==> config.mk <==
export PLATFORM = sky130hd
export DESIGN_NAME = riscv_top
export DESIGN_NICKNAME = d
export VERILOG_FILES = /design/src/verilog/mem_pkg.sv /design/src/verilog/riscv_pkg.sv /design/src/verilog/fetcher.sv /design/src/verilog/lsu.sv /design/src/verilog/mem_arbiter.sv /design/src/verilog/riscv_core.sv /design/src/verilog/riscv_top.sv
export SDC_FILE = /design/constraint.sdc
export NUM_CORES = 2
export LEC_CHECK = 0
export BUFFER_PORTS_ARGS = -buffer_cell sky130_fd_sc_hd__buf_2
export CAP_MARGIN = 20
export CORE_ASPECT_RATIO = 0.9
export CORE_UTILIZATION = 60
export DETAILED_ROUTE_END_ITERATION = 8
export PLACE_DENSITY_LB_ADDON = 0.05
export SLEW_MARGIN = 20
export SYNTH_ARGS = -nofsm -noshare
export SYNTH_HDL_FRONTEND = slang
export SYNTH_SLANG_ARGS = --single-unit
==> constraint.sdc <==
create_clock -name CLK -period 15.4 [get_ports CLK]
set_clock_uncertainty 0.15 [all_clocks]
set_input_delay 2.31 -clock CLK [delete_from_list [all_inputs] [get_ports CLK]]
set_output_delay 2.31 -clock CLK [all_outputs]
set_load 0.02 [all_outputs]
==> src/verilog/mem_pkg.sv <==
package mem_pkg;

    // One data or instruction word on the shared bus
    typedef logic [31:0] word_t;

    // Byte address; only word-aligned values reach the bus
    typedef logic [31:0] addr_t;

endpackage

==> src/verilog/riscv_pkg.sv <==
package riscv_pkg;

    // Major opcodes of the supported subset
    localparam logic [6:0] OP_IMM    = 7'b0010011;
    localparam logic [6:0] OP_REG    = 7'b0110011;
    localparam logic [6:0] OP_LUI    = 7'b0110111;
    localparam logic [6:0] OP_LOAD   = 7'b0000011;
    localparam logic [6:0] OP_STORE  = 7'b0100011;
    localparam logic [6:0] OP_BRANCH = 7'b1100011;
    localparam logic [6:0] OP_SYSTEM = 7'b1110011;

    // Branch conditions
    localparam logic [2:0] F3_BEQ = 3'b000;
    localparam logic [2:0] F3_BNE = 3'b001;

    // Full EBREAK encoding, seen by the fetcher
    localparam logic [31:0] INSTR_EBREAK = 32'h0010_0073;

    // Register file index
    typedef logic [4:0] reg_idx_t;

    // Execute stage FSM
    typedef enum logic [1:0] {
        EXEC,
        WAIT_MEM,
        HALT
    } core_state_t;

endpackage

==> src/verilog/fetcher.sv <==
`timescale 1ns/1ps

module fetcher (
    input  logic           CLK,
    input  logic           rst_n,
    input  mem_pkg::addr_t pc,
    input  logic           redirect,
    input  logic           instr_take,
    input  logic           f_ack,
    input  mem_pkg::word_t f_rdata,
    output mem_pkg::word_t instr,
    output logic           instr_valid,
    output logic           f_req,
    output mem_pkg::addr_t f_addr
);

    logic           busy;
    logic           discard;
    logic           parked;
    logic           ebreak_take;
    logic           start;
    mem_pkg::addr_t start_addr;

    // No prefetch past EBREAK, bus goes quiet after halt
    assign ebreak_take = instr_take && (instr == riscv_pkg::INSTR_EBREAK);
    assign start = !busy && !parked && !ebreak_take && (!instr_valid || instr_take);

    // Buffer holds the word at pc, so guess the next sequential one on a take
    assign start_addr = instr_take ? pc + 32'd4 : pc;

    always_ff @(posedge CLK or negedge rst_n) begin
        if (!rst_n) begin
            f_req       <= 1'b0;
            busy        <= 1'b0;
            discard     <= 1'b0;
            parked      <= 1'b0;
            instr_valid <= 1'b0;
        end else begin
            if (ebreak_take) begin
                parked <= 1'b1;
            end
            if (instr_take) begin
                instr_valid <= 1'b0;
            end
            if (start) begin
                f_req   <= 1'b1;
                busy    <= 1'b1;
                // Branch taken now makes the guessed address stale
                discard <= redirect;
            end else begin
                if (redirect && busy) begin
                    discard <= 1'b1;
                end
                if (f_req && f_ack) begin
                    f_req <= 1'b0;
                end else if (busy && !f_req && !f_ack) begin
                    // Return to zero done
                    busy        <= 1'b0;
                    instr_valid <= !discard;
                    discard     <= 1'b0;
                end
            end
        end
    end

    // Address and read data
    always_ff @(posedge CLK) begin
        if (start) begin
            f_addr <= start_addr;
        end
        if (f_req && f_ack) begin
            instr <= f_rdata;
        end
    end

    // Core may only consume a filled buffer
    a_take_valid: assert property (@(posedge CLK) disable iff (!rst_n)
        instr_take |-> instr_valid);

endmodule

==> src/verilog/lsu.sv <==
`timescale 1ns/1ps

module lsu (
    input  logic           CLK,
    input  logic           rst_n,
    input  logic           cmd_start,
    input  logic           cmd_we,
    input  mem_pkg::addr_t cmd_addr,
    input  mem_pkg::word_t cmd_wdata,
    input  logic           d_ack,
    input  mem_pkg::word_t d_rdata,
    output logic           done,
    output mem_pkg::word_t load_data,
    output logic           d_req,
    output logic           d_we,
    output mem_pkg::addr_t d_addr,
    output mem_pkg::word_t d_wdata
);

    // High from command until ack has returned low
    logic busy;

    always_ff @(posedge CLK or negedge rst_n) begin
        if (!rst_n) begin
            d_req <= 1'b0;
            busy  <= 1'b0;
            done  <= 1'b0;
        end else begin
            done <= 1'b0;
            if (cmd_start) begin
                d_req <= 1'b1;
                busy  <= 1'b1;
            end else if (d_req && d_ack) begin
                d_req <= 1'b0;
            end else if (busy && !d_req && !d_ack) begin
                // Slave released ack
                busy <= 1'b0;
                done <= 1'b1;
            end
        end
    end

    // Command latch, held through the whole handshake
    always_ff @(posedge CLK) begin
        if (cmd_start) begin
            d_we    <= cmd_we;
            d_addr  <= cmd_addr;
            d_wdata <= cmd_wdata;
        end
        // rdata only valid while ack is high
        if (d_req && d_ack) begin
            load_data <= d_rdata;
        end
    end

    // Core must wait for done before the next command
    a_no_overlap: assert property (@(posedge CLK) disable iff (!rst_n)
        cmd_start |-> !busy);

endmodule

==> src/verilog/mem_arbiter.sv <==
`timescale 1ns/1ps

module mem_arbiter (
    input  logic           CLK,
    input  logic           rst_n,
    input  logic           f_req,
    input  mem_pkg::addr_t f_addr,
    input  logic           d_req,
    input  logic           d_we,
    input  mem_pkg::addr_t d_addr,
    input  mem_pkg::word_t d_wdata,
    input  logic           mem_ack,
    input  mem_pkg::word_t mem_rdata,
    output logic           f_ack,
    output mem_pkg::word_t f_rdata,
    output logic           d_ack,
    output mem_pkg::word_t d_rdata,
    output logic           mem_req,
    output logic           mem_we,
    output mem_pkg::addr_t mem_addr,
    output mem_pkg::word_t mem_wdata
);

    typedef enum logic [1:0] {
        IDLE,
        GRANT_F,
        GRANT_D
    } arb_state_t;

    arb_state_t state;
    logic       last_d;
    logic       owner_req;

    // Request of whoever holds the bus
    assign owner_req = (state == GRANT_F) ? f_req :
                       (state == GRANT_D) ? d_req : 1'b0;

    // Ack goes only to the owner, read data to both
    assign f_ack   = (state == GRANT_F) && mem_ack;
    assign d_ack   = (state == GRANT_D) && mem_ack;
    assign f_rdata = mem_rdata;
    assign d_rdata = mem_rdata;

    always_ff @(posedge CLK or negedge rst_n) begin
        if (!rst_n) begin
            state   <= IDLE;
            last_d  <= 1'b1;
            mem_req <= 1'b0;
            mem_we  <= 1'b0;
        end else begin
            case (state)
                IDLE: begin
                    // On a tie the master that did not go last wins
                    if (f_req && (!d_req || last_d)) begin
                        state  <= GRANT_F;
                        last_d <= 1'b0;
                    end else if (d_req) begin
                        state  <= GRANT_D;
                        last_d <= 1'b1;
                    end
                end
                default: begin
                    mem_req <= owner_req;
                    mem_we  <= (state == GRANT_D) && d_we;
                    // Release once every phase is back to zero
                    if (!owner_req && !mem_req && !mem_ack) begin
                        state <= IDLE;
                    end
                end
            endcase
        end
    end

    // Owner address registered in step with mem_req
    always_ff @(posedge CLK) begin
        mem_addr  <= (state == GRANT_D) ? d_addr : f_addr;
        mem_wdata <= d_wdata;
    end

    // Address held for the whole request
    a_addr_stable: assert property (@(posedge CLK) disable iff (!rst_n)
        mem_req && $past(mem_req) |-> $stable(mem_addr));

    // Ack must already be low in the cycle req rises
    a_no_early_req: assert property (@(posedge CLK) disable iff (!rst_n)
        $rose(mem_req) |-> !$past(mem_ack));

endmodule

==> src/verilog/riscv_core.sv <==
`timescale 1ns/1ps

module riscv_core #(
    parameter mem_pkg::addr_t RESET_PC = '0
) (
    input  logic           CLK,
    input  logic           rst_n,
    input  mem_pkg::word_t instr,
    input  logic           instr_valid,
    input  logic           done,
    input  mem_pkg::word_t load_data,
    output mem_pkg::addr_t pc,
    output logic           redirect,
    output logic           instr_take,
    output logic           cmd_start,
    output logic           cmd_we,
    output mem_pkg::addr_t cmd_addr,
    output mem_pkg::word_t cmd_wdata,
    output logic           halted
);

    riscv_pkg::core_state_t state;

    // x1..x31, x0 reads as zero
    mem_pkg::word_t regs [1:31];

    logic [6:0]          opcode;
    logic [2:0]          funct3;
    riscv_pkg::reg_idx_t rd;
    riscv_pkg::reg_idx_t rs1;
    riscv_pkg::reg_idx_t rs2;
    riscv_pkg::reg_idx_t load_rd;
    mem_pkg::word_t      rs1_val;
    mem_pkg::word_t      rs2_val;
    mem_pkg::word_t      imm_i;
    mem_pkg::word_t      imm_s;
    mem_pkg::word_t      imm_b;
    mem_pkg::word_t      imm_u;
    mem_pkg::word_t      alu_res;
    mem_pkg::addr_t      pc_next;
    logic                is_load;
    logic                is_store;
    logic                writes_rd;
    logic                br_taken;
    logic                rf_we;
    riscv_pkg::reg_idx_t rf_waddr;
    mem_pkg::word_t      rf_wdata;

    // Field split
    assign opcode = instr[6:0];
    assign rd     = instr[11:7];
    assign funct3 = instr[14:12];
    assign rs1    = instr[19:15];
    assign rs2    = instr[24:20];

    // Immediates, sign extended
    assign imm_i = {{20{instr[31]}}, instr[31:20]};
    assign imm_s = {{20{instr[31]}}, instr[31:25], instr[11:7]};
    assign imm_b = {{19{instr[31]}}, instr[31], instr[7], instr[30:25], instr[11:8], 1'b0};
    assign imm_u = {instr[31:12], 12'b0};

    assign rs1_val = (rs1 == '0) ? '0 : regs[rs1];
    assign rs2_val = (rs2 == '0) ? '0 : regs[rs2];

    assign is_load   = (opcode == riscv_pkg::OP_LOAD);
    assign is_store  = (opcode == riscv_pkg::OP_STORE);
    assign writes_rd = (opcode == riscv_pkg::OP_IMM) || (opcode == riscv_pkg::OP_REG) ||
                       (opcode == riscv_pkg::OP_LUI);

    // ALU; bit 30 selects SUB
    always_comb begin
        case (opcode)
            riscv_pkg::OP_REG: alu_res = instr[30] ? rs1_val - rs2_val : rs1_val + rs2_val;
            riscv_pkg::OP_LUI: alu_res = imm_u;
            default:           alu_res = rs1_val + imm_i;
        endcase
    end

    // Branch resolution
    assign br_taken = (opcode == riscv_pkg::OP_BRANCH) &&
                      (((funct3 == riscv_pkg::F3_BEQ) && (rs1_val == rs2_val)) ||
                       ((funct3 == riscv_pkg::F3_BNE) && (rs1_val != rs2_val)));
    assign pc_next = br_taken ? pc + imm_b : pc + 32'd4;

    // One instruction per buffer fill, only in EXEC
    assign instr_take = (state == riscv_pkg::EXEC) && instr_valid;
    assign redirect   = instr_take && br_taken;
    assign halted     = (state == riscv_pkg::HALT);

    // Memory command
    assign cmd_start = instr_take && (is_load || is_store);
    assign cmd_we    = is_store;
    assign cmd_addr  = rs1_val + (is_store ? imm_s : imm_i);
    assign cmd_wdata = rs2_val;

    always_ff @(posedge CLK or negedge rst_n) begin
        if (!rst_n) begin
            state <= riscv_pkg::EXEC;
            pc    <= RESET_PC;
        end else begin
            case (state)
                riscv_pkg::EXEC: begin
                    if (instr_take) begin
                        pc <= pc_next;
                        if (is_load || is_store) begin
                            state <= riscv_pkg::WAIT_MEM;
                        end else if (opcode == riscv_pkg::OP_SYSTEM) begin
                            state <= riscv_pkg::HALT;
                        end
                    end
                end
                riscv_pkg::WAIT_MEM: begin
                    if (done) begin
                        state <= riscv_pkg::EXEC;
                    end
                end
                default: begin
                    // Stays halted until reset
                    state <= riscv_pkg::HALT;
                end
            endcase
        end
    end

    // Load target; a store parks it on x0 so done writes nothing
    always_ff @(posedge CLK) begin
        if (cmd_start) begin
            load_rd <= is_store ? '0 : rd;
        end
    end

    // Single write port, load return or ALU result
    always_comb begin
        rf_we    = 1'b0;
        rf_waddr = rd;
        rf_wdata = alu_res;
        if ((state == riscv_pkg::WAIT_MEM) && done) begin
            rf_we    = 1'b1;
            rf_waddr = load_rd;
            rf_wdata = load_data;
        end else if (instr_take && writes_rd) begin
            rf_we = 1'b1;
        end
    end

    always_ff @(posedge CLK) begin
        if (rf_we && (rf_waddr != '0)) begin
            regs[rf_waddr] <= rf_wdata;
        end
    end

endmodule

==> src/verilog/riscv_top.sv <==
`timescale 1ns/1ps

module riscv_top #(
    parameter mem_pkg::addr_t RESET_PC = '0
) (
    input  logic           CLK,
    input  logic           rst_n,
    input  logic           mem_ack,
    input  mem_pkg::word_t mem_rdata,
    output logic           mem_req,
    output logic           mem_we,
    output mem_pkg::addr_t mem_addr,
    output mem_pkg::word_t mem_wdata,
    output logic           halted
);

    // Core to fetcher
    mem_pkg::addr_t pc;
    logic           redirect;
    logic           instr_take;
    mem_pkg::word_t instr;
    logic           instr_valid;

    // Core to lsu
    logic           cmd_start;
    logic           cmd_we;
    mem_pkg::addr_t cmd_addr;
    mem_pkg::word_t cmd_wdata;
    logic           done;
    mem_pkg::word_t load_data;

    // Masters to arbiter
    logic           f_req;
    logic           f_ack;
    mem_pkg::addr_t f_addr;
    mem_pkg::word_t f_rdata;
    logic           d_req;
    logic           d_ack;
    logic           d_we;
    mem_pkg::addr_t d_addr;
    mem_pkg::word_t d_wdata;
    mem_pkg::word_t d_rdata;

    riscv_core #(
        .RESET_PC(RESET_PC)
    ) core_i (
        .CLK        (CLK),
        .rst_n      (rst_n),
        .instr      (instr),
        .instr_valid(instr_valid),
        .done       (done),
        .load_data  (load_data),
        .pc         (pc),
        .redirect   (redirect),
        .instr_take (instr_take),
        .cmd_start  (cmd_start),
        .cmd_we     (cmd_we),
        .cmd_addr   (cmd_addr),
        .cmd_wdata  (cmd_wdata),
        .halted     (halted)
    );

    fetcher fetcher_i (
        .CLK        (CLK),
        .rst_n      (rst_n),
        .pc         (pc),
        .redirect   (redirect),
        .instr_take (instr_take),
        .f_ack      (f_ack),
        .f_rdata    (f_rdata),
        .instr      (instr),
        .instr_valid(instr_valid),
        .f_req      (f_req),
        .f_addr     (f_addr)
    );

    lsu lsu_i (
        .CLK      (CLK),
        .rst_n    (rst_n),
        .cmd_start(cmd_start),
        .cmd_we   (cmd_we),
        .cmd_addr (cmd_addr),
        .cmd_wdata(cmd_wdata),
        .d_ack    (d_ack),
        .d_rdata  (d_rdata),
        .done     (done),
        .load_data(load_data),
        .d_req    (d_req),
        .d_we     (d_we),
        .d_addr   (d_addr),
        .d_wdata  (d_wdata)
    );

    mem_arbiter arbiter_i (
        .CLK      (CLK),
        .rst_n    (rst_n),
        .f_req    (f_req),
        .f_addr   (f_addr),
        .d_req    (d_req),
        .d_we     (d_we),
        .d_addr   (d_addr),
        .d_wdata  (d_wdata),
        .mem_ack  (mem_ack),
        .mem_rdata(mem_rdata),
        .f_ack    (f_ack),
        .f_rdata  (f_rdata),
        .d_ack    (d_ack),
        .d_rdata  (d_rdata),
        .mem_req  (mem_req),
        .mem_we   (mem_we),
        .mem_addr (mem_addr),
        .mem_wdata(mem_wdata)
    );

endmodule

==> impl_table.tex <==
\begin{tabular}{lr}
\hline
Metric & Value \\
\hline
\multicolumn{2}{l}{\textbf{GRT}} \\
\quad Vias in the first global route & 40200 \\
\quad GRT Util Overall & approximately 37\% \\
\quad Number of antenna violations at the first check in global routing & 9 \\
\quad Maximum number of pins on one net before global-route repair & 150 \\
\quad Global-route wire length before repair & 285000 µm \\
\quad Remaining global-route overflow & 0 \\
\multicolumn{2}{l}{\textbf{Clock tree}} \\
\quad TritonCTS clock tree & yes \\
\quad Inserted Clock Buffers & 132 \\
\quad Setup repair bufs after CTS & 0 \\
\quad Cell at the root of the clock tree & clkbuf\_16 \\
\quad Clock Path Buffers & 3 \\
\quad Resized Gates After CTS & 0 \\
\quad \# H-tree levels & 4 \\
\quad Number of buffers inserted for hold repair after clock tree synthesis & 0 \\
\quad Clock sink total & 1277 \\
\quad CTS clock-pin slew for the worst setup and hold paths & 0.06 ns \\
\quad Skew-Pair Late Insertion Delay & 0.79 ns \\
\multicolumn{2}{l}{\textbf{Synthesis}} \\
\quad Area share of the largest cell type after synthesis & 53.6\% \\
\quad Top cell type by total area after synthesis & edfxtp\_1 \\
\quad Async SR Flop Fraction & 3.60\% \\
\quad Prevailing post-synth register cell & edfxtp\_1 \\
\quad Net count after synthesis & approximately 4400 \\
\quad Cell count after synthesis & about 4200 \\
\quad Synthesized area per cell & approximately 15 µm² \\
\quad Combined area of all synthesized cells & 64800 µm² \\
\quad Syn. warnings & 0 \\
\quad Main area contributors after synthesis & edfxtp\_1 54\%, mux4\_2 19\%, dfxtp\_1 2.3\% \\
\quad Cell variety after synth & between 90 and 100 \\
\quad Flop and latch count out of synthesis & 1277 \\
\quad Synth cell count leaders & 1157 x edfxtp\_1, 549 x mux4\_2, 298 x nor2\_1 \\
\quad Number of flops mapped to enable cells by yosys & 1157 \\
\quad Most instantiated library cell after synthesis & edfxtp\_1 \\
\quad Sequential share of the synthesized area & 57.7\% \\
\multicolumn{2}{l}{\textbf{Place}} \\
\quad Input/output buffers & 101 \\
\quad Final weighted congestion of routability-driven global placement & around 1.0 \\
\quad Detailed Place HPWL & approximately 120000 µm \\
\multicolumn{2}{l}{\textbf{Route}} \\
\quad Count of nets left with antenna violations after detail routing & 0 \\
\quad Vias after detailed routing & 41400 \\
\quad Detailed-route wire length per cell & $\sim$34 µm \\
\quad Vias per cell & a little over 7 \\
\quad Detailed-route DRC error count & 0 \\
\quad Detailed Route Iter0 Violations & 5907 \\
\quad Routed Wire Length & between 150000 and 200000 µm \\
\quad Pre-Repair DR Iteration Count & 6 \\
\multicolumn{2}{l}{\textbf{Critical path}} \\
\quad Kind of launch point of the worst setup path & flop \\
\quad Largest driver fanout on the critical path & 91 \\
\quad Cells along the critical path & buf\_12 > buf\_4 > mux4\_2 > mux4\_2 > mux2i\_1 > nor2\_1 > ha\_1 > inv\_1 > fa\_1 > nor2\_1 > o311ai\_0 > a211o\_1 > a211oi\_1 > a221oi\_1 > o2111ai\_1 > nand3\_1 > a222oi\_1 > nand2\_1 > xor2\_1 > a222oi\_1 > a21oi\_4 \\
\quad Slowest cell on crit path & dfxtp\_4 \\
\quad Data required, critical path & about 16 ns \\
\quad Data arrival time at the worst-slack endpoint & 8.61 ns \\
\quad Critical Path Max Stage Delay & around 0.88 ns \\
\quad Classification of the worst setup path & flop to flop \\
\quad Endpoint type of the worst setup path & flop \\
\multicolumn{2}{l}{\textbf{Final layout}} \\
\quad Nets & 4433 \\
\quad Area delta synth->final & 10.5\% \\
\quad Final core utilization & between 60\% and 70\% \\
\quad Share of layout cells above drive strength 1 & approximately a quarter \\
\multicolumn{2}{l}{\textbf{Timing}} \\
\quad Final clock period utilization by the worst path & 53.9\% \\
\quad Worst slew margin relative to its limit & a little under a quarter \\
\quad Unrepaired setup endpoints after global routing & false \\
\quad Minimum clock period & 8.30 ns \\
\quad Final Slew Violations & 0 \\
\quad Final setup violating endpoints & 0 \\
\quad Top achievable clock speed & 120 MHz \\
\quad Final TNS setup & 0 ns \\
\quad Worst Tran Pin Value & 1.16 ns \\
\quad Final hold vios & 0 \\
\multicolumn{2}{l}{\textbf{Pwr}} \\
\quad Highest ir drop seen on vdd & 0.245 mV \\
\quad Sw Share & 41.6\% \\
\quad Leakage power total & roughly 24 nW \\
\quad Combinational share of power & 50.2\% \\
\quad Internal power consumption & 10.9 mW \\
\quad Switching component of the power & 7.79 mW \\
\quad Portion of total power attributed to the clock network & around 17\% \\
\quad Reg power frac & $\sim$33\% \\
\quad Power Dens Cells & about 260 nW/µm² \\
\multicolumn{2}{l}{\textbf{Floorplanning}} \\
\quad Floorplan Core Area & 107000 µm² \\
\quad Die height & roughly 310 µm \\
\quad Floorplan die area & 109000 µm² \\
\quad Number of cell rows & between 100 and 150 \\
\quad Die X & 348 µm \\
\quad Effective utilization at floorplan & 60.4\% \\
\quad I/O pin total & 102 \\
\multicolumn{2}{l}{\textbf{Min path}} \\
\quad Class of the most critical hold timing path & flop to flop \\
\multicolumn{2}{l}{\textbf{Outcome}} \\
\quad Run status & complete, no violations \\
\multicolumn{2}{l}{\textbf{Flow run}} \\
\quad Max-Cap Viols & 0 \\
\hline
\end{tabular}
## sequential cells by signal, indices dropped and copies added (netlist names), 2 cells and up, named ones only
signal and flops:
lsu_i.d_wdata 32, core_i.regs 992, core_i.load_rd 5, core_i.state 2, core_i.pc 31, arbiter_i.state 2, fetcher_i.f_addr 31, lsu_i.d_addr 32
fetcher_i.instr 32, arbiter_i.mem_addr 32, arbiter_i.mem_wdata 32, lsu_i.load_data 32
## per-stage QoR
step	hold WS (ns)	instance area, µm²	setup WS [ns]	power, mW	instances
after floorplan	0.173	64800	7.94	12.1	4204
after global placement	0.174	67200	6.82	15.2	5588
after detailed placement	0.177	67200	6.91	15.3	5589
after CTS	0.190	71500	6.89	18.5	5827
after global routing	0.200	71700	6.58	19.4	5833
final	0.190	71700	7.10	18.7	5833
## layout make-up
type	instances	area (µm²)
Antenna cell	4	10.0
Fill cell	7443	35600
Sequential cell	1277	37400
Multi-Input combinational cell	2558	26300
Inverter	100	382
Tap cell	1450	1810
Clock inverter	59	651
Timing Repair Buffer	206	1380
Clock buffer	179	3700
## cells by family (layout without fill, tap and decap cells)
| family | count (synthesis) | after routing | synth area share, % |
|---|---|---|---|
| other cells | 0 | 4 | 0 |
| xor+xnor | 147 | 147 | 2.06 |
| buf+inv | 369 | 544 | 2.48 |
| flops | 1277 | 1277 | 57.7 |
| mux | 712 | 712 | 21.7 |
| fa+ha+maj | 133 | 133 | 2.59 |
| compound gates | 697 | 697 | 7.07 |
| simple gates | 869 | 869 | 6.45 |
## worst max-delay path: cells and delay by family, from the launching register on
family	cells	cell delay [ns]
adders and majority gates	2	0.49
and+or+nand+nor	4	0.47
AOI/OAI and AO/OA	8	2.69
DFF	1	0.88
xor gates and xnor gates	1	0.18
buffers and inverters	3	1.51
muxes	3	1.46
## power by group through the flow
| stage | Clock [mW] | Combinational, mW | Sequential [mW] |
|---|---|---|---|
| detailed placement | 0 | 9.10 | 6.18 |
| global route | 3.39 | 9.96 | 6.10 |
| CTS | 3.27 | 9.13 | 6.10 |
| global placement | 0 | 9.01 | 6.18 |
| finish | 3.23 | 9.40 | 6.08 |
| floorplan | 0 | 6.02 | 6.08 |
## per-layer routing
layer / global-route usage [%] / up-vias / part of all wire, %
met3: 7.32 / 454 / 11
li1: - / 17100 / -
met5: 0 / - / 0.0035
met4: 14.0 / 2 / 3.9
met2: 56.7 / 2606 / 46
met1: 53.3 / 21300 / 39
## placed cells by master (no fill, tap or decap), types with 98 or more instances in the layout
cell | synthesis | layout
buf_2 | 25 | 101
ha_1 | 118 | 118
buf_4 | 12 | 98
clkbuf_16 | 0 | 138
xnor2_1 | 101 | 101
mux2i_1 | 116 | 116
a21oi_1 | 247 | 234
edfxtp_1 | 1157 | 1157
nand2_1 | 189 | 189
mux4_2 | 549 | 549
nor2_1 | 298 | 254
## path summary, 6_finish.rpt
path	slack, ns	start	cells after the start	end
max	7.10	flop	21	core_i.regs[29][30]
min	0.19	lsu_i.d_wdata[9]	0	arbiter_i.mem_wdata[9]
max reg2reg	7.10	flop	21	core_i.regs[29][30]
min reg2reg	0.19	lsu_i.d_wdata[9]	0	arbiter_i.mem_wdata[9]
max in group asynchronous	13.11	rst_n	2	core_i.pc[3]
min in group asynchronous	1.49	rst_n	2	core_i.pc[24]
Power figures use the tool's default switching activity.
